## src/icb_bus_consts.svh

```systemverilog
`ifndef ICB_BUS_CONSTS_SVH
`define ICB_BUS_CONSTS_SVH

// Bus widths
`define ICB_AW 32
`define ICB_DW 32

// Target ports and outstanding limit
`define ICB_PORT_NUM 4
`define ICB_OUTS_NUM 2

// Region match uses address bits [ICB_AW-1:ICB_REGION_LSB], 4 KiB per region
`define ICB_REGION_LSB 12

`define ICB_O0_BASE 32'h0000_1000
`define ICB_O1_BASE 32'h0000_2000
`define ICB_O2_BASE 32'h0000_3000

`endif

```

## src/icb_bus_pkg.sv

```systemverilog
`include "icb_bus_consts.svh"

package icb_bus_pkg;

  typedef logic [`ICB_AW-1:0]   addr_t;  // Command address
  typedef logic [`ICB_DW-1:0]   data_t;  // Write and read data
  typedef logic [`ICB_DW/8-1:0] mask_t;  // One bit per byte lane
  typedef logic [1:0]           size_t;  // Transfer size code

  // Target port number, also used as array index
  typedef enum logic [1:0] {
    PORT_0 = 2'd0,
    PORT_1 = 2'd1,
    PORT_2 = 2'd2,
    PORT_3 = 2'd3  // Default port
  } splt_port_e;

endpackage

```

## src/icb1to4_bus.sv

```systemverilog
`timescale 1ns/1ps
`include "icb_bus_consts.svh"

module icb1to4_bus (
  input  logic               clk,
  input  logic               i_arst_n,
  input  logic [2:0]         i_port_enable,  // Regions of ports 0 to 2

  input  logic               i_icb_cmd_valid,
  output logic               o_icb_cmd_ready,
  input  icb_bus_pkg::addr_t i_icb_cmd_addr,
  input  logic               i_icb_cmd_read,
  input  icb_bus_pkg::data_t i_icb_cmd_wdata,
  input  icb_bus_pkg::mask_t i_icb_cmd_wmask,
  input  icb_bus_pkg::size_t i_icb_cmd_size,

  output logic               o_icb_rsp_valid,
  input  logic               i_icb_rsp_ready,
  output icb_bus_pkg::data_t o_icb_rsp_rdata,
  output logic               o_icb_rsp_err,

  output logic               o_port_cmd_valid [`ICB_PORT_NUM],
  input  logic               i_port_cmd_ready [`ICB_PORT_NUM],
  output icb_bus_pkg::addr_t o_port_cmd_addr  [`ICB_PORT_NUM],
  output logic               o_port_cmd_read  [`ICB_PORT_NUM],
  output icb_bus_pkg::data_t o_port_cmd_wdata [`ICB_PORT_NUM],
  output icb_bus_pkg::mask_t o_port_cmd_wmask [`ICB_PORT_NUM],
  output icb_bus_pkg::size_t o_port_cmd_size  [`ICB_PORT_NUM],

  input  logic               i_port_rsp_valid [`ICB_PORT_NUM],
  output logic               o_port_rsp_ready [`ICB_PORT_NUM],
  input  icb_bus_pkg::data_t i_port_rsp_rdata [`ICB_PORT_NUM],
  input  logic               i_port_rsp_err   [`ICB_PORT_NUM]
);

  import icb_bus_pkg::*;

  splt_port_e sel_port;
  splt_port_e head_port;
  splt_port_e last_port;
  splt_port_e push_port;
  logic       fifo_empty;
  logic       fifo_full;
  logic       push;
  logic       pop;

  icb_region_decode u_region_decode (
    .i_cmd_addr    (i_icb_cmd_addr),
    .i_port_enable (i_port_enable),
    .o_sel_port    (sel_port)
  );

  icb_outs_fifo u_outs_fifo (
    .clk         (clk),
    .i_arst_n    (i_arst_n),
    .i_push      (push),
    .i_push_port (push_port),
    .i_pop       (pop),
    .o_head_port (head_port),
    .o_last_port (last_port),
    .o_empty     (fifo_empty),
    .o_full      (fifo_full)
  );

  icb_splt_route u_splt_route (
    .i_icb_cmd_valid  (i_icb_cmd_valid),
    .i_icb_cmd_addr   (i_icb_cmd_addr),
    .i_icb_cmd_read   (i_icb_cmd_read),
    .i_icb_cmd_wdata  (i_icb_cmd_wdata),
    .i_icb_cmd_wmask  (i_icb_cmd_wmask),
    .i_icb_cmd_size   (i_icb_cmd_size),
    .o_icb_cmd_ready  (o_icb_cmd_ready),

    .i_sel_port       (sel_port),
    .i_head_port      (head_port),
    .i_last_port      (last_port),
    .i_fifo_empty     (fifo_empty),
    .i_fifo_full      (fifo_full),
    .o_push           (push),
    .o_push_port      (push_port),
    .o_pop            (pop),

    .o_port_cmd_valid (o_port_cmd_valid),
    .o_port_cmd_addr  (o_port_cmd_addr),
    .o_port_cmd_read  (o_port_cmd_read),
    .o_port_cmd_wdata (o_port_cmd_wdata),
    .o_port_cmd_wmask (o_port_cmd_wmask),
    .o_port_cmd_size  (o_port_cmd_size),
    .i_port_cmd_ready (i_port_cmd_ready),

    .i_port_rsp_valid (i_port_rsp_valid),
    .i_port_rsp_rdata (i_port_rsp_rdata),
    .i_port_rsp_err   (i_port_rsp_err),
    .o_port_rsp_ready (o_port_rsp_ready),

    .o_icb_rsp_valid  (o_icb_rsp_valid),
    .o_icb_rsp_rdata  (o_icb_rsp_rdata),
    .o_icb_rsp_err    (o_icb_rsp_err),
    .i_icb_rsp_ready  (i_icb_rsp_ready)
  );

endmodule

```

## src/icb_outs_fifo.sv

```systemverilog
`timescale 1ns/1ps
`include "icb_bus_consts.svh"

module icb_outs_fifo (
  input  logic                    clk,
  input  logic                    i_arst_n,
  input  logic                    i_push,
  input  icb_bus_pkg::splt_port_e i_push_port,
  input  logic                    i_pop,
  output icb_bus_pkg::splt_port_e o_head_port,
  output icb_bus_pkg::splt_port_e o_last_port,
  output logic                    o_empty,
  output logic                    o_full
);

  import icb_bus_pkg::*;

  localparam int DEPTH = `ICB_OUTS_NUM;
  localparam int PTR_W = (DEPTH > 1) ? $clog2(DEPTH) : 1;
  localparam int CNT_W = $clog2(DEPTH + 1);

  splt_port_e       mem [DEPTH];  // Ports still owing a response
  logic [PTR_W-1:0] rd_ptr;
  logic [PTR_W-1:0] wr_ptr;
  logic [CNT_W-1:0] count;
  splt_port_e       last_q;       // Port of the youngest command

  // Pointer wrap also covers a depth that is not a power of two
  function automatic logic [PTR_W-1:0] next_ptr(input logic [PTR_W-1:0] ptr);
    logic [PTR_W-1:0] nxt;
    if (ptr == PTR_W'(DEPTH - 1)) begin
      nxt = '0;
    end else begin
      nxt = ptr + 1'b1;
    end
    return nxt;
  endfunction

  always_ff @(posedge clk or negedge i_arst_n) begin
    if (!i_arst_n) begin
      rd_ptr <= '0;
      wr_ptr <= '0;
      count  <= '0;
      last_q <= PORT_0;
    end else begin
      if (i_push) begin
        wr_ptr <= next_ptr(wr_ptr);
        last_q <= i_push_port;
      end
      if (i_pop) begin
        rd_ptr <= next_ptr(rd_ptr);
      end
      case ({i_push, i_pop})
        2'b10:   count <= count + 1'b1;
        2'b01:   count <= count - 1'b1;
        default: count <= count;  // Idle, or push and pop together
      endcase
    end
  end

  always_ff @(posedge clk) begin
    if (i_push) begin
      mem[wr_ptr] <= i_push_port;
    end
  end

  assign o_head_port = mem[rd_ptr];
  assign o_last_port = last_q;
  assign o_empty     = (count == '0);
  assign o_full      = (count == CNT_W'(DEPTH));

  // The route must hold off commands and responses at the queue limits
  a_no_push_full: assert property (
    @(posedge clk) disable iff (!i_arst_n) i_push |-> !o_full
  ) else $error("Push into full outstanding queue");

  a_no_pop_empty: assert property (
    @(posedge clk) disable iff (!i_arst_n) i_pop |-> !o_empty
  ) else $error("Pop from empty outstanding queue");

endmodule

```

## src/icb_region_decode.sv

```systemverilog
`timescale 1ns/1ps
`include "icb_bus_consts.svh"

module icb_region_decode (
  input  icb_bus_pkg::addr_t      i_cmd_addr,
  input  logic [2:0]              i_port_enable,
  output icb_bus_pkg::splt_port_e o_sel_port
);

  import icb_bus_pkg::*;

  localparam int MSB = `ICB_AW - 1;
  localparam int LSB = `ICB_REGION_LSB;

  localparam addr_t REGION_BASE [3] = '{`ICB_O0_BASE, `ICB_O1_BASE, `ICB_O2_BASE};

  logic [2:0] hit;

  for (genvar g = 0; g < 3; g++) begin : g_region
    localparam addr_t BASE = REGION_BASE[g];
    assign hit[g] = i_port_enable[g] && (i_cmd_addr[MSB:LSB] == BASE[MSB:LSB]);
  end

  // Lowest enabled region wins, the rest fall through to port 3
  always_comb begin
    if (hit[0]) begin
      o_sel_port = PORT_0;
    end else if (hit[1]) begin
      o_sel_port = PORT_1;
    end else if (hit[2]) begin
      o_sel_port = PORT_2;
    end else begin
      o_sel_port = PORT_3;
    end
  end

endmodule

```

## src/icb_splt_route.sv

```systemverilog
`timescale 1ns/1ps
`include "icb_bus_consts.svh"

module icb_splt_route (
  input  logic                    i_icb_cmd_valid,
  input  icb_bus_pkg::addr_t      i_icb_cmd_addr,
  input  logic                    i_icb_cmd_read,
  input  icb_bus_pkg::data_t      i_icb_cmd_wdata,
  input  icb_bus_pkg::mask_t      i_icb_cmd_wmask,
  input  icb_bus_pkg::size_t      i_icb_cmd_size,
  output logic                    o_icb_cmd_ready,

  input  icb_bus_pkg::splt_port_e i_sel_port,
  input  icb_bus_pkg::splt_port_e i_head_port,
  input  icb_bus_pkg::splt_port_e i_last_port,
  input  logic                    i_fifo_empty,
  input  logic                    i_fifo_full,
  output logic                    o_push,
  output icb_bus_pkg::splt_port_e o_push_port,
  output logic                    o_pop,

  output logic                    o_port_cmd_valid [`ICB_PORT_NUM],
  output icb_bus_pkg::addr_t      o_port_cmd_addr  [`ICB_PORT_NUM],
  output logic                    o_port_cmd_read  [`ICB_PORT_NUM],
  output icb_bus_pkg::data_t      o_port_cmd_wdata [`ICB_PORT_NUM],
  output icb_bus_pkg::mask_t      o_port_cmd_wmask [`ICB_PORT_NUM],
  output icb_bus_pkg::size_t      o_port_cmd_size  [`ICB_PORT_NUM],
  input  logic                    i_port_cmd_ready [`ICB_PORT_NUM],

  input  logic                    i_port_rsp_valid [`ICB_PORT_NUM],
  input  icb_bus_pkg::data_t      i_port_rsp_rdata [`ICB_PORT_NUM],
  input  logic                    i_port_rsp_err   [`ICB_PORT_NUM],
  output logic                    o_port_rsp_ready [`ICB_PORT_NUM],

  output logic                    o_icb_rsp_valid,
  output icb_bus_pkg::data_t      o_icb_rsp_rdata,
  output logic                    o_icb_rsp_err,
  input  logic                    i_icb_rsp_ready
);

  import icb_bus_pkg::*;

  logic cmd_allow;
  logic sel_ready;
  logic cmd_hsk;
  logic rsp_valid;

  // A different port has to wait for the queue to drain
  assign cmd_allow = !i_fifo_full && (i_fifo_empty || (i_sel_port == i_last_port));

  assign sel_ready       = i_port_cmd_ready[i_sel_port];
  assign o_icb_cmd_ready = cmd_allow && sel_ready;
  assign cmd_hsk         = i_icb_cmd_valid && o_icb_cmd_ready;

  assign o_push      = cmd_hsk;
  assign o_push_port = i_sel_port;

  for (genvar g = 0; g < `ICB_PORT_NUM; g++) begin : g_port
    logic port_vld;
    logic port_head;

    assign port_vld  = i_icb_cmd_valid && cmd_allow && (i_sel_port == splt_port_e'(g));
    assign port_head = !i_fifo_empty && (i_head_port == splt_port_e'(g));

    assign o_port_cmd_valid[g] = port_vld;
    assign o_port_cmd_addr[g]  = port_vld ? i_icb_cmd_addr  : '0;  // Masked off when idle
    assign o_port_cmd_read[g]  = port_vld ? i_icb_cmd_read  : 1'b0;
    assign o_port_cmd_wdata[g] = port_vld ? i_icb_cmd_wdata : '0;
    assign o_port_cmd_wmask[g] = port_vld ? i_icb_cmd_wmask : '0;
    assign o_port_cmd_size[g]  = port_vld ? i_icb_cmd_size  : '0;

    assign o_port_rsp_ready[g] = port_head && i_icb_rsp_ready;  // Only the head may answer
  end

  // Responses come back in command order from the queue head
  assign rsp_valid       = !i_fifo_empty && i_port_rsp_valid[i_head_port];
  assign o_icb_rsp_valid = rsp_valid;
  assign o_icb_rsp_rdata = rsp_valid ? i_port_rsp_rdata[i_head_port] : '0;
  assign o_icb_rsp_err   = rsp_valid && i_port_rsp_err[i_head_port];

  assign o_pop = rsp_valid && i_icb_rsp_ready;

endmodule

```

## config.mk

```make
export PLATFORM = sky130hd
export DESIGN_NAME = icb1to4_bus
export DESIGN_NICKNAME = d
export VERILOG_FILES = /design/src/icb_bus_pkg.sv /design/src/icb1to4_bus.sv /design/src/icb_outs_fifo.sv /design/src/icb_region_decode.sv /design/src/icb_splt_route.sv
export VERILOG_INCLUDE_DIRS = /design/src
export SDC_FILE = /design/constraint.sdc
export NUM_CORES = 1
export LEC_CHECK = 0
export BUFFER_PORTS_ARGS = -buffer_cell sky130_fd_sc_hd__buf_2
export CORE_AREA = 2 2 215 217
export CTS_CLUSTER_SIZE = 28
export DETAILED_ROUTE_END_ITERATION = 6
export DIE_AREA = 0 0 217 219
export PLACE_DENSITY = 0.43
export SYNTH_ARGS = -nofsm -noshare
export SYNTH_HDL_FRONTEND = slang
export SYNTH_HIERARCHICAL = 1
export SYNTH_SLANG_ARGS = --single-unit
```

## constraint.sdc

```tcl
create_clock -name clk -period 2.3 [get_ports clk]
set_clock_uncertainty 0.05 [all_clocks]
set_input_delay 0.115 -clock clk [delete_from_list [all_inputs] [get_ports clk]]
set_output_delay 0.115 -clock clk [all_outputs]
set_load 0.02 [all_outputs]
```

* Word level (Yosys, flattened, before mapping)
Memories as Yosys holds them, arrays and structs flattened.
Index checks and enable logic that the tools add are counted.
** Word-level totals
- Logic and storage cells :: 96
- Memories kept :: 1
- Memory bits (writable) :: 4
- Input port bits :: 218
- Output and inout bits :: 327
- Register bits :: 6
** Memories
- u_outs_fifo.mem :: depth 2, width 2, rd ports 1, clocked after memory_dff 0, write ports 1, line icb_outs_fifo.sv:22 : splt_port_e mem [DEPTH];
** Operators by class
- Magnitude comparators :: 2
- Equality and inequality tests :: 13
- Bitwise operators :: 2
- Reduce and logical (&&, ||, !) cells :: 29
- Muxes and demuxes :: 41
- $add $sub $neg :: 4
** Operators with widths (count)
- $mux W32 :: 11
- $bmux W32 S2 :: 1
- $eq A20 B2 Y1 const B :: 2
- $logic_and A1 B1 Y1 :: 22
- $eq A20 B1 Y1 const B :: 1
- $mux W4 :: 4
- $mux W1 :: 15
- $eq A2 B2 Y1 const B :: 6
- $mux W2 :: 6
- $bmux W1 S2 :: 3
- $eq A2 B1 Y1 const B :: 3
- $ge A3 B3 Y1 const B :: 2
- $logic_not A2 Y1 :: 3
- $not A2 Y3 :: 2
- $pmux W2 S2 :: 1
- $add A1 B1 Y1 const B :: 2
- $add A2 B1 Y2 const B :: 1
- $eq A2 B2 Y1 :: 1
- $logic_not A1 Y1 :: 2
- $reduce_bool A2 Y1 :: 1
- $sub A2 B1 Y2 const B :: 1
- $logic_or A1 B1 Y1 :: 1

* Longest topological paths before layout
- Depth after elaboration :: 13
- Gate-level depth with buffers :: 12
- Gate-level depth less buffers :: 11

* Modules after synthesis
The synthesis kept the hierarchy.
** Modules (own cells, without submodules)
- icb_splt_route :: seq. area each 0.0 um^2, area each 3110.5 um^2, times used 1, cells an instance 510
- icb_outs_fifo :: seq. area each 270.3 um^2, area each 401.6 um^2, times used 1, cells an instance 26
- icb_region_decode :: seq. area each 0.0 um^2, area each 98.8 um^2, times used 1, cells an instance 13

* Worst setup path before layout
No wires, ideal clock.
- Path type :: input to register
- From :: input port i_icb_cmd_addr[20]
- To :: register u_outs_fifo.count[1]
- Required time :: 2.171 ns
- Cell stages on the path :: 10
- Setup time :: 0.079 ns
- Buffers on the path :: 0
- Arrival :: 2.518 ns
- Slack :: -0.347 ns
- Cells stage by stage :: nor4_2 > nand3_1 > or4b_1 > nor2_1 > a22oi_1 > nor3_1 > inv_1 > ha_1 > nor2_1 > xor2_1
** On the way
- Longest elaborated chain between the ends :: 13
- Elaborated cells between the ends (all ways) :: 22
- Those cells by class :: eq/ne: 6; mux: 7; bitwise: 1; reduce/logical: 8
** RTL lines
- start: declaration :: line icb1to4_bus.sv:11 : input icb_bus_pkg::addr_t i_icb_cmd_addr,
- $eq A20 B2 Y1 :: line icb_region_decode.sv:21 : assign hit[g] = i_port_enable[g] && (i_cmd_addr[MSB:LSB] == BASE[MSB:LSB]);
- $logic_and A1 B1 Y1 :: line icb_region_decode.sv:21
- $mux W1 :: line icb_region_decode.sv:30 : end else if (hit[2]) begin
- $mux W2 :: line icb_region_decode.sv:28 : end else if (hit[1]) begin
- $mux W2 * :: line icb_region_decode.sv:26 : if (hit[0]) begin
- via sel_port[0] :: line icb1to4_bus.sv:38 : splt_port_e sel_port;
- $not A2 Y3 (not written as such) :: line icb_splt_route.sv:51 : assign sel_ready = i_port_cmd_ready[i_sel_port];
- $bmux W1 S2 :: line icb_splt_route.sv:51
- $mux W1 (not written as such) (2 in series) :: line icb_splt_route.sv:51
- $logic_and A1 B1 Y1 * :: line icb_splt_route.sv:52 : assign o_icb_cmd_ready = cmd_allow && sel_ready;
- $logic_and A1 B1 Y1 * :: line icb_splt_route.sv:53 : assign cmd_hsk = i_icb_cmd_valid && o_icb_cmd_ready;
- via push :: line icb1to4_bus.sv:44 : logic push;
- $eq A2 B1 Y1 / $eq A2 B2 Y1 (equally long branches) :: line icb_outs_fifo.sv:53 : case ({i_push, i_pop})
- $pmux W2 S2 / $reduce_bool A2 Y1 (equally long branches)
- end signal: assignment :: line icb_outs_fifo.sv:54 : 2'b10: count <= count + 1'b1;
- end signal: assignment :: line icb_outs_fifo.sv:55 : 2'b01: count <= count - 1'b1;
- end signal: assignment :: line icb_outs_fifo.sv:56 : default: count <= count;
- end: declaration :: line icb_outs_fifo.sv:25 : logic [CNT_W-1:0] count;
Mark *: on every way through the listed nets, which the timed path passes. The rest lies on a longest branch. The select of a mux whose other input is x is not followed.
A chain may end at the register's enable or synchronous reset.

==> results.md <==
STA:
- The smallest hold slack is 0.262 ns.
- The final number of max-transition violations is 0.
- The final setup TNS is -63.35 ns.
- The actual transition at the worst max-transition pin is 0.508 ns.
- The final critical path takes up 114% of the cycle.
- The slack of the critical path is -0.312 ns.
- The number of setup violations in the final report is 330.
- Setup repair after global routing could not meet its margin everywhere.
- For this run, the top clock speed supported by timing is 383 MHz.
- In this run the tightest slew margin relative to its limit is 66.1%.
- The final count of hold timing violations is 0.
- The post-layout minimum cycle time is 2.61 ns.

Routing:
- After detailed routing, the average wire length per cell comes to 19.7 µm.
- The number of violations reported at the end of detailed-routing iteration 0 is 374.
- The length of the first detailed-routing pass in iterations is 5.
- In this run the remaining antenna-violating nets after routing total 0.
- The routed layout has 6669 vias.
- In the routed layout, each cell is associated on average with a via count of 3.83.
- The routed design has 34200 µm of wire.
- The post-route DRC violation count is 0.

Worst setup path:
- The required time of the worst setup path is 2.13 ns.
- The worst reg-to-reg setup slack is 0.15 ns.
- The launch instance of the worst register-to-register path is u_outs_fifo/rd_ptr.
- The launching element of the worst setup path is i_icb_cmd_addr[27].
- The class of the most critical setup path is in -> out.
- The data arrival time of the critical path is 2.45 ns.
- STA classifies the critical path endpoint as an output pin.
- The highest fanout seen on the critical path is 46.
- The end point of the critical path is o_port_cmd_size[2].
- STA classifies the critical path startpoint as a primary input.
- Measured in cells, the most critical reg-to-reg path has a length of 7.
- The endpoint identified for the worst register-to-register timing path is u_outs_fifo/count[1].

Layout:
- The net count of the finished layout is 1360.
- Once layout is complete, the utilization of the core stands at 22.5%.
- The sequential cell area in the final layout is 270 µm².
- The synthesis-to-layout area growth is 181%.
- The number of fillers in the final layout is 4965.
- In the final layout, the multi-input gates occupy 3850 µm².
- In the final layout, the share of cells above drive strength 1 is 73.2%.

Clocking:
- CTS built an H-tree with a depth of 1.
- The root buffer cell is sky130_fd_sc_hd__clkbuf_16.
- The clock input transition at the sequential cells of the worst setup and hold paths is 0.04 ns.
- The clock latency on the worst-skew pair is 0.24 ns.
- The number of buffers on the longest clock path is 2.
- The clock drives 10 sinks.
- Buffers inserted during clock tree synthesis total 3.
- The TritonCTS clock tree is built.

Logic synthesis:
- The fraction of registers with async set/reset is 60.0%.
- When the netlist entered floorplanning its net count stood at 768.
- The netlist area before placement is 3610 µm².
- After synthesis, the mean cell area works out to 6.58 µm².
- In this run, synthesis produced a sequential element count of 10.
- Summing the sequential cell areas from Yosys gives 7.48% of the chip area.
- During synthesis, Yosys emitted a total of 6 warnings.
- The netlist uses 38 different library cells.
- Synthesis produced 549 cells.
- The synthesized design contains 4 enable-type register cells.
- The most instantiated flip-flop cell in the synthesis netlist is sky130_fd_sc_hd__dfrtp_1.

Power and ir drop:
- The combinational group share of total power is 87.5%.
- The power after layout is 4.56 mW.
- The clock network accounts for 6.8% of the total power.
- The net load switching power is 2.30 mW.
- The sequential share of power is 5.8%.
- The fraction of power spent switching nets is 50.5%.
- The maximum resistive drop on vdd is 0.312 mV.
- The leakage power summed over all cells is 4.92 nW.
- The power density normalized to cell area is 449 nW/µm².
- Internal power comes to 2.26 mW.

Placement:
- The worst slack at placement is -0.415 ns.
- Detailed placement finished with a half-perimeter wire length of 25500 µm.
- Routability-driven placement finished with a final weighted congestion of 0.906.
- Input and output buffers added on the ports amount to 544.

Hold path:
- The path category of the worst min-delay check is in -> async.

Global routing:
- The global-route usage over all layers is 12.0%.
- The overflow left after global routing is 0.
- The number of antenna violations at the first check in global routing was 6.
- The via count of the first global-routing pass is 6079.
- Entering global routing, the biggest net connects 47 pins.
- The first global-routing pass estimated 41400 µm of wire.

Floorplanning:
- In this run the count of I/O pins placed on the die edge is 545.
- The die outline area is 47500 µm².
- In this run the horizontal extent of the chip is 217 µm.
- The floorplan step set the die height to 219 µm.
- The floorplan step defined a core boundary enclosing 45100 µm².
- The initialized floorplan defines 78 standard-cell rows.
- The starting utilization of the core area is 8.01%.

Status:
- The flow ran to the end, but the final reports show violations.
- The checks that failed: setup timing.

Flow run:
- The count of max-cap constraint violations is 0.
==> worst min-delay path by stage <==
stage / to / from / cells after the start / slack [ns]
floorplan: u_outs_fifo/count[0] / i_arst_n / 0 / -0.23
global placement: u_outs_fifo/rd_ptr / i_arst_n / 1 / -0.09
detailed placement: u_outs_fifo/rd_ptr / i_arst_n / 1 / -0.09
CTS: u_outs_fifo/rd_ptr / i_arst_n / 2 / 0.28
global route: u_outs_fifo/rd_ptr / i_arst_n / 2 / 0.28
finish: u_outs_fifo/rd_ptr / i_arst_n / 2 / 0.26
==> cells in the mapped netlist (2+ instances only) <==
| cell | n | share of area (%) |
|---|---|---|
| sky130_fd_sc_hd__mux4_1 | 5 | 3.6 |
| sky130_fd_sc_hd__nor2b_2 | 3 | 0.73 |
| sky130_fd_sc_hd__buf_2 | 30 | 4.2 |
| sky130_fd_sc_hd__and2_1 | 2 | 0.35 |
| sky130_fd_sc_hd__buf_6 | 2 | 0.62 |
| sky130_fd_sc_hd__mux4_2 | 29 | 18 |
| sky130_fd_sc_hd__a21oi_1 | 2 | 0.28 |
| sky130_fd_sc_hd__mux2_2 | 6 | 1.9 |
| sky130_fd_sc_hd__buf_4 | 6 | 1.2 |
| sky130_fd_sc_hd__nor2b_1 | 8 | 1.4 |
| sky130_fd_sc_hd__nor2b_4 | 26 | 9.9 |
| sky130_fd_sc_hd__o211ai_2 | 3 | 1.0 |
| sky130_fd_sc_hd__dfrtp_1 | 6 | 4.2 |
| sky130_fd_sc_hd__nand3_1 | 2 | 0.28 |
| sky130_fd_sc_hd__edfxtp_1 | 4 | 3.3 |
| sky130_fd_sc_hd__xor2_1 | 3 | 0.73 |
| sky130_fd_sc_hd__clkbuf_1 | 12 | 1.2 |
| sky130_fd_sc_hd__xnor2_1 | 4 | 0.97 |
| sky130_fd_sc_hd__inv_1 | 3 | 0.31 |
| sky130_fd_sc_hd__nand2_1 | 74 | 7.7 |
| sky130_fd_sc_hd__buf_12 | 5 | 2.8 |
| sky130_fd_sc_hd__nor2_1 | 296 | 31 |
| sky130_fd_sc_hd__nor4_2 | 3 | 1.0 |
==> flip-flops by register name, summed over array words and instances, names as in the netlist <==
signal,cells
u_outs_fifo/count,2
u_outs_fifo/mem,4
u_outs_fifo/o_last_port,2
u_outs_fifo/rd_ptr,1
u_outs_fifo/wr_ptr,1
==> layout by cell type, fill, tap and decap left out, types with 2 or more instances in the layout <==
master                      count
sky130_fd_sc_hd__a21oi_1        2
sky130_fd_sc_hd__and2_1         2
sky130_fd_sc_hd__and2b_2        2
sky130_fd_sc_hd__buf_12        29
sky130_fd_sc_hd__buf_16         9
sky130_fd_sc_hd__buf_2        340
sky130_fd_sc_hd__buf_4        131
sky130_fd_sc_hd__buf_6        117
sky130_fd_sc_hd__buf_8          3
sky130_fd_sc_hd__bufbuf_16      2
sky130_fd_sc_hd__clkbuf_16     12
sky130_fd_sc_hd__dfrtp_1        6
sky130_fd_sc_hd__edfxtp_1       4
sky130_fd_sc_hd__inv_1          2
sky130_fd_sc_hd__inv_2          2
sky130_fd_sc_hd__mux2_2         6
sky130_fd_sc_hd__mux4_1         5
sky130_fd_sc_hd__mux4_2        29
sky130_fd_sc_hd__nand2_1       74
sky130_fd_sc_hd__nand3_4        3
sky130_fd_sc_hd__nor2_1       188
sky130_fd_sc_hd__nor2_2        10
sky130_fd_sc_hd__nor2_4        98
sky130_fd_sc_hd__nor2b_1        8
sky130_fd_sc_hd__nor2b_2        3
sky130_fd_sc_hd__nor2b_4       26
sky130_fd_sc_hd__nor4_4         3
sky130_fd_sc_hd__o211ai_4       3
sky130_fd_sc_hd__xnor2_1        4
sky130_fd_sc_hd__xor2_1         3
==> layout make-up <==
| type | instances | share of cell area [%] |
|---|---|---|
| Timing Repair Buffer | 641 | 51.0 |
| Multi-Input combinational cell | 481 | 38.0 |
| Tap cell | 600 | 7.40 |
| Sequential cell | 10 | 2.66 |
| Clock buffer | 4 | 0.777 |
| Inverter | 4 | 0.148 |
| Antenna cell | 1 | 0.0247 |
==> stage by stage <==
stage / instances / instance area [µm²]
final: 1741 / 10100
after global routing: 1741 / 10100
after CTS: 1716 / 8760
after detailed placement: 1680 / 7230
after global placement: 1680 / 7230
after floorplan: 549 / 3640
==> layer usage <==
metal / GRT usage (%) / routed length (µm) / vias to the layer above
met3: 1.97 / 2750 / 68
met1: 12.5 / 11400 / 3142
met5: 0 / 0 / -
li1: - / - / 2958
met2: 24.5 / 18800 / 501
met4: 2.79 / 1300 / 0
==> cell families after synthesis <==
logic type / after synthesis / share of synthesized area (%)
and+or+nand+nor: 424 / 54.4
adders and majority gates: 1 / 0.346
AOI/OAI and AO/OA: 8 / 2.01
xor gates and xnor gates: 7 / 1.70
DFF: 10 / 7.48
muxes: 40 / 23.6
buffers and inverters: 59 / 10.5
==> power by group through the flow <==
stage          sequential [mW]  clock [mW]  combinational (mW)
6_report                 0.264       0.308                3.98
5_1_grt                  0.270       0.326                4.19
4_1_cts                  0.264       0.316                3.54
3_5_place_dp             0.266           0                3.19
3_3_place_gp             0.267           0                3.20
2_1_floorplan            0.263           0                2.02
==> worst max-delay path, stage by stage <==
cell and delay (ns):
sky130_fd_sc_hd__buf_2 0.14, sky130_fd_sc_hd__nor4_4 0.34, sky130_fd_sc_hd__nand3_4 0.13, sky130_fd_sc_hd__or4b_4 0.55
sky130_fd_sc_hd__buf_12 0.15, sky130_fd_sc_hd__nor2_4 0.08, sky130_fd_sc_hd__buf_6 0.11, sky130_fd_sc_hd__buf_6 0.09
sky130_fd_sc_hd__o211ai_4 0.14, sky130_fd_sc_hd__buf_12 0.21, sky130_fd_sc_hd__nor2_1 0.16, sky130_fd_sc_hd__buf_4 0.16
==> what timing repair did <==
action | 4_1_cts | 5_1_grt
endpoints found under the hold margin | 6 | 0
cloned | 13 | 15
pin swaps | 9 | 5
setup endpoints to repair | 327 | 332
hold buffers | 1 | 0
resized for setup | 254 | 314
buffers inserted | 19 | 11
Note: power is estimated with default switching activity, not from simulation.
